File: config.mk
export PLATFORM = sky130hd
export DESIGN_NAME = fetch_stage
export DESIGN_NICKNAME = d
export VERILOG_FILES = /design/src/mips_pkg.sv /design/src/fetch_stage.sv
export SDC_FILE = /design/constraint.sdc
export NUM_CORES = 1
export LEC_CHECK = 0
export ABC_CLOCK_PERIOD_IN_PS = 2900
export BUFFER_PORTS_ARGS = -buffer_cell sky130_fd_sc_hd__clkbuf_2
export CORE_MARGIN = 4
export CORE_UTILIZATION = 49
export DETAILED_ROUTE_END_ITERATION = 10
export PLACE_DENSITY_LB_ADDON = 0.25
export SLEW_MARGIN = 20
export SYNTH_ARGS = -nofsm -noshare
export SYNTH_HDL_FRONTEND = slang
export SYNTH_SLANG_ARGS = --single-unit
File: constraint.sdc
create_clock -name clk -period 2.9 [get_ports clk]
set_clock_uncertainty 0.15 [all_clocks]
set_input_delay 0 -clock clk [delete_from_list [all_inputs] [get_ports clk]]
set_output_delay 0 -clock clk [all_outputs]
set_load 0.05 [all_outputs]
File: src/mips_pkg.sv
`default_nettype none

package mips_pkg;

    localparam int word_w = 32;
    localparam int reg_addr_w = 5;
    localparam int pc_w = 32;
    localparam int dmem_depth = 256;
    localparam int dmem_aw = $clog2(dmem_depth);

    // instruction field positions
    localparam int op_msb = 31;
    localparam int rs_lsb = 21;
    localparam int rt_lsb = 16;
    localparam int rd_lsb = 11;
    localparam int imm_w = 16;

    typedef enum logic [5:0] {
        op_rtype = 6'h00,
        op_j     = 6'h02,
        op_beq   = 6'h04,
        op_bne   = 6'h05,
        op_addi  = 6'h08,
        op_lw    = 6'h23,
        op_sw    = 6'h2b
    } opcode_e;

    typedef enum logic [5:0] {
        fn_add = 6'h20,
        fn_sub = 6'h22,
        fn_and = 6'h24,
        fn_or  = 6'h25,
        fn_slt = 6'h2a
    } funct_e;

    typedef enum logic [2:0] {
        alu_add,
        alu_sub,
        alu_and,
        alu_or,
        alu_slt
    } alu_op_e;

    // operand source in execute
    typedef enum logic [1:0] {
        fwd_none,
        fwd_mem,
        fwd_wb
    } fwd_sel_e;

endpackage

`default_nettype wire

File: src/fetch_stage.sv
`timescale 1ns/1ns
`default_nettype none

module fetch_stage (
    input  logic                        clk,
    input  logic                        rst_n,
    input  logic                        stall,
    input  logic                        redirect,
    input  logic [mips_pkg::pc_w-1:0]   redirect_pc,
    input  logic [mips_pkg::word_w-1:0] imem_data,
    output logic [mips_pkg::pc_w-1:0]   imem_addr,
    output logic [mips_pkg::word_w-1:0] if_instr,
    output logic [mips_pkg::pc_w-1:0]   if_pc4,
    output logic                        if_valid
);
    import mips_pkg::*;

    logic [pc_w-1:0] pc_plus4;

    assign pc_plus4 = imem_addr + pc_w'(4);

    // pc holds on stall, redirect wins over sequential fetch
    always_ff @(posedge clk or negedge rst_n) begin
        if (!rst_n) begin
            imem_addr <= '0;
        end else if (!stall) begin
            imem_addr <= redirect ? redirect_pc : pc_plus4;
        end
    end

    // the slot fetched alongside a redirect is flushed
    always_ff @(posedge clk or negedge rst_n) begin
        if (!rst_n) begin
            if_valid <= 1'b0;
        end else if (!stall) begin
            if_valid <= !redirect;
        end
    end

    always_ff @(posedge clk) begin
        if (!stall) begin
            if_instr <= imem_data;
            if_pc4   <= pc_plus4;
        end
    end

endmodule

`default_nettype wire

==> impl_table.tex, run 1 <==
\begin{tabular}{lr}
\hline
Metric & Value \\
\hline
\multicolumn{2}{l}{\textbf{Status}} \\
Outcome & completed \\
\multicolumn{2}{l}{\textbf{Timing}} \\
Min Tclk post-route & 2.641 ns \\
Number of max-slew violations in the final report & 0 \\
Remaining max-slew budget at the tightest pin & a little over a third \\
Share of the clock period used by the worst path & 91.06\% \\
Max Clock Freq & approximately 380 MHz \\
Number of hold violations in the final report & 0 \\
Setup TNS & 0 ns \\
Final setup violation count & 0 \\
RSZ-0062 raised after global routing & no \\
Slew at the pin closest to its max-slew limit & 0.9570 ns \\
\multicolumn{2}{l}{\textbf{Yosys}} \\
Netlist Area Pre-Place & 0.004474 mm² \\
Number of warnings reported in the yosys synthesis log & 0 \\
Share of flip-flops with an asynchronous set or reset after synthesis & 34.02\% \\
Number of synthesized flops with an enable pin & 64 \\
Count of unique library cells instantiated by Yosys & between 50 and 60 \\
Gate count of the mapped netlist & 364 \\
Compound-Gate Fraction of Synth Area & around 12\% \\
Post-Syn Nets & 433 \\
Average cell area after synthesis & about 12 µm² \\
Basic-gate share of the synthesized area counting and, or, nand and nor cells & 14.93\% \\
Sequential area share after synthesis & 61.41\% \\
Number of synthesized register bits & 97 \\
Portion of netlist area occupied by mux cells & 1.370\% \\
Most used flip-flop cell after synthesis & edfxtp\_1 \\
Adder-cell area share of the yosys netlist & less than 1\% \\
Combinational family with the most area after synthesis & simple AND/OR/NAND/NOR gates \\
Synthesized-area fraction occupied by xor and xnor cells & between 5 and 6\% \\
\multicolumn{2}{l}{\textbf{Setup path}} \\
Worst R2R Start & imem\_addr[2] \\
Largest driver fanout on the critical path & 17 \\
Highest cell delay on the worst timing path & 0.48 ns \\
Cells along the critical path & ha\_1 -> and3\_1 -> nand3\_2 -> or2\_2 -> o311ai\_0 \\
Critical path type & reg2reg \\
Critical Path RT & just under 3 ns \\
Critical path startpoint & imem\_addr[2] \\
Arrival time at the worst endpoint & 2.70 ns \\
Crit-path leading delay family & simple AND/OR/NAND/NOR gates \\
Element type at the critical path end & flop \\
Critical path launch point type & flop \\
Slack of the worst reg-to-reg path & 0.26 ns \\
Crit-path slowest cell & dfrtp\_1 \\
Register-to-Register Path Depth & 5 \\
End of the worst register-to-register path & imem\_addr[20] \\
Critical path buffer and inverter count & 0 \\
\multicolumn{2}{l}{\textbf{Clock network}} \\
CTS tree & yes \\
Number of buffers inserted by hold repair at cts & 69 \\
Clock Tree Buf Depth & 2 \\
Number of resized instances in the post-cts repair step & 0 \\
Clock latency reported for the late side of the worst-skew pair & around 0.36 ns \\
Clock-pin slew reported for the worst setup and hold paths after clock tree synthesis & approximately 0.11 ns \\
Number of H-tree levels & 3 \\
Number of buffers inserted during clock tree synthesis & 9 \\
TritonCTS sink count & 97 \\
Post-CTS setup-driven buffer insertion count & 0 \\
Root buffer cell & clkbuf\_8 \\
\multicolumn{2}{l}{\textbf{Detailed routing}} \\
Average wire per standard cell & approximately 18 µm \\
Initial DRC count & roughly 180 \\
Total wirelength of the detailed-routed design & 12590 µm \\
Number of antenna-violating nets in the routed design & 0 \\
Vias per cell & 5.527 \\
Vias after detailed routing & around 3800 \\
Count of TritonRoute iterations in the first routing pass & 4 \\
Final routed DRC violation total & 0 \\
\multicolumn{2}{l}{\textbf{Place}} \\
Number of placed cells counting well taps & around 610 \\
DP HPWL & 8539 µm \\
Weighted congestion at the end of routability-driven global placement & 0.8204 \\
Port-buffer cells & 164 \\
\multicolumn{2}{l}{\textbf{Floorplan}} \\
Standard cell core area & around 0.009 mm² \\
Io pins & 165 \\
FP Rows & 34 \\
Starting Density & about half \\
Horizontal die dimension & 103.6 µm \\
Die Footprint & 0.01072 mm² \\
Floorplan die height & 103.6 µm \\
\multicolumn{2}{l}{\textbf{Power}} \\
IR drop worst, VDD & 332.3 µV \\
Pwr per Cell Area & 612.7 mW/mm² \\
Leakage & $\sim$2.6 nW \\
\multicolumn{2}{l}{\textbf{Global routing}} \\
Antenna violations before repair & 0 \\
GRT Residual Overflow & 0 \\
Global router's overall resource usage & 23.61\% \\
Largest net degree at the start of global routing & 36 \\
Via count of the first global-routing pass & around 3900 \\
Global-route wire length before repair & 20550 µm \\
\multicolumn{2}{l}{\textbf{Hold path}} \\
Endpoint with the worst hold slack & imem\_addr[6] \\
Startpoint of the lowest-slack hold path & redirect \\
Path class of the lowest-slack min-delay path & in2reg \\
Worst hold path depth & 4 \\
\multicolumn{2}{l}{\textbf{Finish}} \\
Commonest cells after routing, fill and taps aside & clkbuf\_2 (164), dlygate4sd3\_1 (69), edfxtp\_1 (64), dfrtp\_1 (33), nand2\_1 (26) \\
Count of non-filler cells in the finished layout & around 700 \\
Commonest non-fill, non-tap cell in the layout & clkbuf\_2 \\
Area growth, synth to finish & 38.17\% \\
Share of cells above drive strength 1 & 33.67\% \\
Diodes inserted & 0 \\
Net count reported at finish & around 650 \\
\multicolumn{2}{l}{\textbf{Flow run}} \\
Number of max-cap violations & 0 \\
\hline
\end{tabular}
[cells by family after synthesis]
| kind of cell | Yosys count |
|---|---|
| and+or+nand+nor | 113 |
| DFF | 97 |
| AOI/OAI and AO/OA | 81 |
| buffers and inverters | 38 |
| xor gates and xnor gates | 28 |
| muxes | 6 |
| adders and majority gates | 1 |
[where the power goes]
group / switching, W / internal, W / total [W]
Combinational: 0.000824 / 0.000323 / 0.00115
Sequential: 0.000170 / 0.00166 / 0.00183
Clock: 0.000492 / 0.000322 / 0.000814
Total: 0.00149 / 0.00230 / 0.00379
[worst max-delay path by stage]
| stage | end | slack [ns] | cells after the start |
|---|---|---|---|
| final | imem_addr[20] | 0.26 | 5 |
| after detailed placement | imem_addr[20] | 0.30 | 5 |
| after global routing | imem_addr[23] | 0.16 | 4 |
| after global placement | if_pc4[24] | 0.57 | 5 |
| after floorplan | imem_addr[24] | 0.38 | 4 |
| after CTS | imem_addr[20] | 0.27 | 5 |
[layer usage]
metal | vias up | global-route usage (%) | share of wire [%]
met5 | - | 0 | 0
met4 | 0 | 7.597 | 1.9
met3 | 19 | 5.908 | 7.8
met2 | 184 | 38.55 | 47
met1 | 1830 | 31.20 | 43
li1 | 1814 | - | -
[worst min-delay path: cells and delay by family]
family                 cells  cell delay [ns]
AOI/OAI and AO/OA          2             0.23
buffers and inverters      2             0.31
[flip-flops by register name, summed over array words and instances (netlist names)]
name,flops
if_instr,32
if_pc4,32
if_valid,1
imem_addr,32
[synth_stat cells (4+ instances only)]
library cell | instances | area (µm²)
edfxtp_1 | 64 | 1922
dfrtp_1 | 33 | 825.8
nand2_1 | 26 | 97.59
nand3_1 | 18 | 90.09
nor2_1 | 17 | 63.81
o21ai_0 | 17 | 85.08
xnor2_1 | 15 | 131.4
a21oi_1 | 14 | 70.07
a22oi_1 | 14 | 105.1
clkbuf_1 | 14 | 52.55
xor2_1 | 13 | 113.9
buf_2 | 8 | 40.04
nor3_1 | 8 | 40.04
nand4_1 | 7 | 43.79
o211ai_1 | 7 | 52.55
and4_1 | 6 | 52.55
buf_4 | 6 | 45.04
inv_1 | 5 | 18.77
mux2i_1 | 5 | 50.05
a31oi_1 | 4 | 25.02
and3_1 | 4 | 25.02
o311ai_0 | 4 | 35.03
or4_1 | 4 | 30.03
[through the flow]
stage | power [W] | area (µm²) | setup WS (ns) | hold WS [ns] | utilization [%]
after floorplan | 0.002638 | 4474 | 0.3825 | -0.4456 | -
after global placement | 0.002899 | 5314 | 0.5715 | 0.02662 | 60.34
after detailed placement | 0.002922 | 5314 | 0.3009 | 0.02864 | 60.34
after CTS | 0.003808 | 6182 | 0.2669 | 0.06457 | 70.20
after global routing | 0.003950 | 6182 | 0.1642 | 0.1343 | 70.20
final | 0.003788 | 6182 | 0.2594 | 0.08346 | 70.20
[final cells by class]
cell class              instances  area, µm²
clock inverters                 7      53.80
inverters                       6      22.52
well taps                     108      135.1
clock buffers                   9      123.9
fillers                       655       2624
repair buffers                240       1564
flip-flops and latches         97       2748
multi-input cells             229       1535
(Power assumes the default switching activity.)
==> inputs of run 2 (changes only) <==
--- a/config.mk
+++ b/config.mk
@@ -7,8 +7,10 @@
 export LEC_CHECK = 0
 export ABC_CLOCK_PERIOD_IN_PS = 2900
 export BUFFER_PORTS_ARGS = -buffer_cell sky130_fd_sc_hd__clkbuf_2
+export CELL_PAD_IN_SITES_DETAIL_PLACEMENT = 1
+export CELL_PAD_IN_SITES_GLOBAL_PLACEMENT = 1
 export CORE_MARGIN = 4
-export CORE_UTILIZATION = 49
+export CORE_UTILIZATION = 38
 export DETAILED_ROUTE_END_ITERATION = 10
 export PLACE_DENSITY_LB_ADDON = 0.25
 export SLEW_MARGIN = 20
==> impl_table.tex, run 2 (synthesis gave the netlist of run 1 again) <==
\begin{tabular}{lr}
\hline
Metric & Value \\
\hline
\multicolumn{2}{l}{\textbf{Floorplan}} \\
Die Footprint & 0.01357 mm² \\
FP Rows & 39 \\
Starting Density & between 30\% and 40\% \\
Floorplan die height & 116.5 µm \\
Io pins & 165 \\
Standard cell core area & 0.01147 mm² \\
Horizontal die dimension & 116.5 µm \\
\multicolumn{2}{l}{\textbf{Hold path}} \\
Worst hold path depth & 3 \\
Startpoint of the lowest-slack hold path & stall \\
Path class of the lowest-slack min-delay path & in2reg \\
Endpoint with the worst hold slack & if\_valid \\
\multicolumn{2}{l}{\textbf{Detailed routing}} \\
Initial DRC count & $\sim$260 \\
Final routed DRC violation total & 0 \\
Vias per cell & 5.298 \\
Number of antenna-violating nets in the routed design & 0 \\
Total wirelength of the detailed-routed design & around 15000 µm \\
Average wire per standard cell & 20.30 µm \\
Count of TritonRoute iterations in the first routing pass & 4 \\
Vias after detailed routing & 3873 \\
\multicolumn{2}{l}{\textbf{Setup path}} \\
Slack of the worst reg-to-reg path & between 0.15 and 0.2 ns \\
Element type at the critical path end & flop \\
Cells along the critical path & ha\_2 -> and3\_1 -> nand3\_4 -> or3\_1 -> o311ai\_1 -> dlygate4sd3\_1 \\
Critical path launch point type & flop \\
Largest driver fanout on the critical path & 17 \\
Highest cell delay on the worst timing path & 0.61 ns \\
End of the worst register-to-register path & imem\_addr[24] \\
Worst R2R Start & imem\_addr[2] \\
Register-to-Register Path Depth & 6 \\
Arrival time at the worst endpoint & about 2.9 ns \\
Critical path type & reg2reg \\
Critical Path RT & slightly above 3 ns \\
Crit-path slowest cell & dlygate4sd3\_1 \\
\multicolumn{2}{l}{\textbf{Flow run}} \\
Number of max-cap violations & 0 \\
\multicolumn{2}{l}{\textbf{Clock network}} \\
Clock latency reported for the late side of the worst-skew pair & 0.34 ns \\
Post-CTS setup-driven buffer insertion count & 0 \\
CTS tree & yes \\
Number of buffers inserted during clock tree synthesis & 9 \\
Clock-pin slew reported for the worst setup and hold paths after clock tree synthesis & 0.07 ns \\
TritonCTS sink count & 97 \\
Number of H-tree levels & 3 \\
Root buffer cell & clkbuf\_16 \\
Clock Tree Buf Depth & 2 \\
\multicolumn{2}{l}{\textbf{Timing}} \\
Minimum hold slack & 0.04821 ns \\
Final setup violation count & 0 \\
Setup TNS & 0 ns \\
Slew at the pin closest to its max-slew limit & just over 1 ns \\
Number of hold violations in the final report & 0 \\
Max Clock Freq & 365.0 MHz \\
Share of the clock period used by the worst path & 94.47\% \\
Number of max-slew violations in the final report & 0 \\
Remaining max-slew budget at the tightest pin & 31.78\% \\
Min Tclk post-route & 2.740 ns \\
RSZ-0062 raised after global routing & no \\
\multicolumn{2}{l}{\textbf{Place}} \\
DP HPWL & 9993 µm \\
Number of placed cells counting well taps & 649 \\
Port-buffer cells & 164 \\
Weighted congestion at the end of routability-driven global placement & 0.7683 \\
\multicolumn{2}{l}{\textbf{Finish}} \\
Commonest cells after routing, fill and taps aside & clkbuf\_2 (164), dlygate4sd3\_1 (66), edfxtp\_1 (64), dfrtp\_1 (32), nand2\_1 (26) \\
Net count reported at finish & 652 \\
Area growth, synth to finish & 41.95\% \\
Diodes inserted & 0 \\
Area occupied by registers & roughly 0.0027 mm² \\
Registers with the most flip-flops & if\_instr x32, if\_pc4 x32, imem\_addr x32 \\
Count of non-filler cells in the finished layout & 731 \\
Filler Cells Inserted & 1241 \\
Commonest non-fill, non-tap cell in the layout & clkbuf\_2 \\
Share of cells above drive strength 1 & 34.35\% \\
Area taken by multi-input logic gates & 0.001545 mm² \\
\multicolumn{2}{l}{\textbf{Status}} \\
Outcome & completed \\
\multicolumn{2}{l}{\textbf{Global routing}} \\
GRT Residual Overflow & 0 \\
Global router's overall resource usage & 22.31\% \\
Largest net degree at the start of global routing & 36 \\
Antenna violations before repair & 0 \\
Via count of the first global-routing pass & 4114 \\
Global-route wire length before repair & about 23000 µm \\
\multicolumn{2}{l}{\textbf{Power}} \\
Pwr per Cell Area & 661.8 mW/mm² \\
IR drop worst, VDD & 290.0 µV \\
Leakage & 2.660 nW \\
\hline
\end{tabular}
run 2: changes by cell type in the layout (fill, tap and decap cells not counted), moves of 2 or more:
cell and change:
clkbuf_1 +2, dlygate4sd3_1 -3, clkbuf_16 +9, inv_6 -2
buf_4 +3, clkbuf_8 -8
run 2: worst max-delay path by stage:
| stage | end | start | cells after the start |
|---|---|---|---|
| 2_1_floorplan | imem_addr[24] | stall | 4 |
| 6_report | imem_addr[24] | imem_addr[2] | 6 |
| 5_1_grt | imem_addr[24] | imem_addr[2] | 6 |
| 4_1_cts | imem_addr[24] | imem_addr[3] | 6 |
| 3_3_place_gp | if_pc4[24] | imem_addr[3] | 5 |
| 3_5_place_dp | imem_addr[20] | imem_addr[3] | 5 |
run 2: timing repair:
item,in CTS,in global routing
hold buffers,66,0
resized for setup,0,3
hold endpoints to repair,97,0
endpoints found under the setup margin,0,1
run 2: report_power, final:
| part | switching, W | total, W | leakage, nW | internal, W |
|---|---|---|---|---|
| combinational | 0.000840 | 0.00116 | 1.50 | 0.000320 |
| sequential | 0.000176 | 0.00184 | 1.01 | 0.00166 |
| clock | 0.000511 | 0.00121 | 0.147 | 0.000695 |
run 2: layout make-up:
type / instances / share of cell area, %
flip-flops and latches: 97 / 43.28
repair buffers: 240 / 24.51
multi-input cells: 229 / 24.33
clock buffers: 12 / 3.881
well taps: 143 / 2.817
clock inverters: 4 / 0.8274
inverters: 6 / 0.3546
run 2: stage by stage:
stage | setup WS, ns | total power [W] | utilization (%) | cell area [µm²]
floorplan | 0.3825 | 0.002638 | - | 4474
global placement | 0.7112 | 0.002920 | 46.92 | 5380
detailed placement | 0.5808 | 0.002944 | 46.92 | 5380
CTS | 0.05322 | 0.004221 | 55.29 | 6340
global route | 0.001381 | 0.004388 | 55.38 | 6351
finish | 0.1603 | 0.004203 | 55.38 | 6351
run 2: critical path, delay by kind of cell (launching register included):
family,cells,cell delay (ns)
compound gates,1,0.29
fa+ha+maj,1,0.27
buf+inv,1,0.61
flops,1,0.47
simple gates,3,0.87
run 2: per-layer routing:
metal	vias to the layer above	track usage [%]	share of wire [%]	wire [µm]
met5	-	0	0	0
met4	0	6.032	1.3	191
met3	13	3.627	6.2	922
met2	118	39.09	51	7497
met1	1927	28.69	42	6229
li1	1815	-	-	-
==> inputs of run 3 (changes only) <==
--- a/config.mk
+++ b/config.mk
@@ -7,10 +7,12 @@
 export LEC_CHECK = 0
 export ABC_CLOCK_PERIOD_IN_PS = 2900
 export BUFFER_PORTS_ARGS = -buffer_cell sky130_fd_sc_hd__clkbuf_2
+export CAP_MARGIN = 15
 export CELL_PAD_IN_SITES_DETAIL_PLACEMENT = 1
 export CELL_PAD_IN_SITES_GLOBAL_PLACEMENT = 1
 export CORE_MARGIN = 4
 export CORE_UTILIZATION = 38
+export CTS_BUF_LIST = sky130_fd_sc_hd__clkbuf_4 sky130_fd_sc_hd__clkbuf_8 sky130_fd_sc_hd__clkbuf_16
 export DETAILED_ROUTE_END_ITERATION = 10
 export PLACE_DENSITY_LB_ADDON = 0.25
 export SLEW_MARGIN = 20
==> constraint.sdc (replaced) <==
create_clock -name clk -period 2.9 [get_ports clk]
set_clock_uncertainty 0.15 [all_clocks]
set_input_delay 0 -clock clk [delete_from_list [all_inputs] [get_ports clk]]
set_output_delay 0 -clock clk [all_outputs]
set_load 0.01 [all_outputs]
==> impl_table.tex, run 3 (synthesis gave the netlist of run 1 again) <==
\begin{tabular}{lr}
\hline
Metric & Value \\
\hline
\multicolumn{2}{l}{\textbf{Floorplan}} \\
Standard cell core area & between 0.01 and 0.015 mm² \\
Floorplan die height & 116.5 µm \\
FP Rows & 39 \\
Io pins & 165 \\
Starting Density & 39.02\% \\
Die Footprint & 0.01357 mm² \\
Horizontal die dimension & 116.5 µm \\
\multicolumn{2}{l}{\textbf{Setup path}} \\
Element type at the critical path end & flop \\
Arrival time at the worst endpoint & 2.86 ns \\
Critical Path RT & 3.02 ns \\
Critical path type & reg2reg \\
Critical path launch point type & flop \\
Largest driver fanout on the critical path & 17 \\
\multicolumn{2}{l}{\textbf{Clock network}} \\
Clock latency reported for the late side of the worst-skew pair & 0.34 ns \\
Clock Tree Buf Depth & 2 \\
Clock-pin slew reported for the worst setup and hold paths after clock tree synthesis & about 0.07 ns \\
Number of H-tree levels & 3 \\
CTS tree & yes \\
Root buffer cell & clkbuf\_16 \\
TritonCTS sink count & 97 \\
Number of buffers inserted during clock tree synthesis & 9 \\
Post-CTS setup-driven buffer insertion count & 0 \\
\multicolumn{2}{l}{\textbf{Detailed routing}} \\
Initial DRC count & 250 \\
Vias after detailed routing & 3877 \\
Number of antenna-violating nets in the routed design & 0 \\
Total wirelength of the detailed-routed design & 14840 µm \\
Average wire per standard cell & around 20 µm \\
Vias per cell & 5.304 \\
Final routed DRC violation total & 0 \\
Count of TritonRoute iterations in the first routing pass & 4 \\
\multicolumn{2}{l}{\textbf{Global routing}} \\
Largest net degree at the start of global routing & 36 \\
Antenna violations before repair & 0 \\
Global router's overall resource usage & 22.31\% \\
Via count of the first global-routing pass & 4114 \\
GRT Residual Overflow & 0 \\
Global-route wire length before repair & roughly 23000 µm \\
\multicolumn{2}{l}{\textbf{Timing}} \\
Slew at the pin closest to its max-slew limit & 1.020 ns \\
Number of max-slew violations in the final report & 0 \\
Min Tclk post-route & between 2 and 3 ns \\
Number of hold violations in the final report & 0 \\
RSZ-0062 raised after global routing & no \\
Final setup violation count & 0 \\
Remaining max-slew budget at the tightest pin & 32.00\% \\
Share of the clock period used by the worst path & 94.44\% \\
Max Clock Freq & 365.1 MHz \\
Setup TNS & 0 ns \\
\multicolumn{2}{l}{\textbf{Place}} \\
Port-buffer cells & 164 \\
Weighted congestion at the end of routability-driven global placement & between 0.7 and 0.8 \\
DP HPWL & about 10000 µm \\
\multicolumn{2}{l}{\textbf{Finish}} \\
Net count reported at finish & 652 \\
Registers with the most flip-flops & if\_instr x32, if\_pc4 x32, imem\_addr x32 \\
Area growth, synth to finish & 42.11\% \\
Commonest cells after routing, fill and taps aside & clkbuf\_2 (164), dlygate4sd3\_1 (66), edfxtp\_1 (64), dfrtp\_1 (32), nand2\_1 (26) \\
Core utilization of the finished layout & 55.45\% \\
Filler Cells Inserted & approximately 1200 \\
Diodes inserted & 0 \\
Commonest non-fill, non-tap cell in the layout & clkbuf\_2 \\
Share of cells above drive strength 1 & between 30\% and 40\% \\
\multicolumn{2}{l}{\textbf{Flow run}} \\
Number of max-cap violations & 0 \\
\multicolumn{2}{l}{\textbf{Power}} \\
Pwr per Cell Area & $\sim$590 mW/mm² \\
IR drop worst, VDD & 252.7 µV \\
Leakage & 2.667 nW \\
PnR Total Power & 0.003749 W \\
\multicolumn{2}{l}{\textbf{Status}} \\
Outcome & completed \\
\multicolumn{2}{l}{\textbf{Hold path}} \\
Path class of the lowest-slack min-delay path & in2reg \\
\hline
\end{tabular}
run 3: changes by cell type in the layout (fill, tap and decap cells not counted):
cell	delta
clkbuf_4	+2
clkbuf_1	-2
run 3: cell type report:
type / instances / area [µm²] / share of cell area [%]
timing repair buffer: 240 / 1556 / 24.48
inverter: 6 / 22.52 / 0.3542
clock inverter: 4 / 52.55 / 0.8264
multi-input combinational: 229 / 1545 / 24.30
tap: 143 / 178.9 / 2.814
sequential: 97 / 2749 / 43.23
clock buffer: 12 / 254.0 / 3.994
run 3: path summary, 6_finish.rpt:
| check | startpoint | endpoint | slack, ns | depth (start not counted) |
|---|---|---|---|---|
| setup reg to reg | imem_addr[2] | imem_addr[24] | 0.16 | 6 |
| max in group asynchronous | rst_n | imem_addr[3] | 1.77 | 2 |
| hold / removal | stall | if_valid | 0.05 | 3 |
| hold reg to reg | imem_addr[1] | if_pc4[1] | 0.33 | 0 |
| setup / recovery | imem_addr[2] | imem_addr[24] | 0.16 | 6 |
| min in group asynchronous | rst_n | imem_addr[4] | 0.19 | 2 |
run 3: through the flow:
stage                     cells  area [µm²]  worst slack [ns]  hold slack (ns)
after floorplan             364        4474            0.3966          -0.4456
after global placement      649        5380            0.7112          0.02699
after detailed placement    649        5380            0.5808          0.02894
after CTS                   731        6347           0.05322          0.02525
after global routing        731        6359          0.001381          0.07856
final                       731        6359            0.1611          0.04642
run 3: timing repair:
item / 4_1_cts / 5_1_grt
resized for setup: 0 / 3
endpoints found under the hold margin: 97 / 0
endpoints found under the setup margin: 0 / 1
hold buffers: 66 / 0
run 3: worst max-delay path, stage by stage, from the launching register on:
cell and delay [ns]:
dfrtp_1 0.47, ha_2 0.27, and3_1 0.25, nand3_4 0.21, or3_1 0.41, o311ai_1 0.29, dlygate4sd3_1 0.61
run 3: metal layers:
layer	share of wire, %	up-vias	wire length, µm	track usage [%]
met5	0	-	0	0
met4	1.3	0	191	6.032
met3	7.2	13	1068	3.627
met2	50	137	7470	39.09
met1	41	1914	6106	28.69
li1	-	1813	-	-
run 3: where the power goes:
group          switching [W]  total (W)  internal [W]
combinational       0.000369   0.000690      0.000321
sequential          0.000175    0.00183       0.00166
clock               0.000510    0.00122      0.000714
total                0.00105    0.00375       0.00269
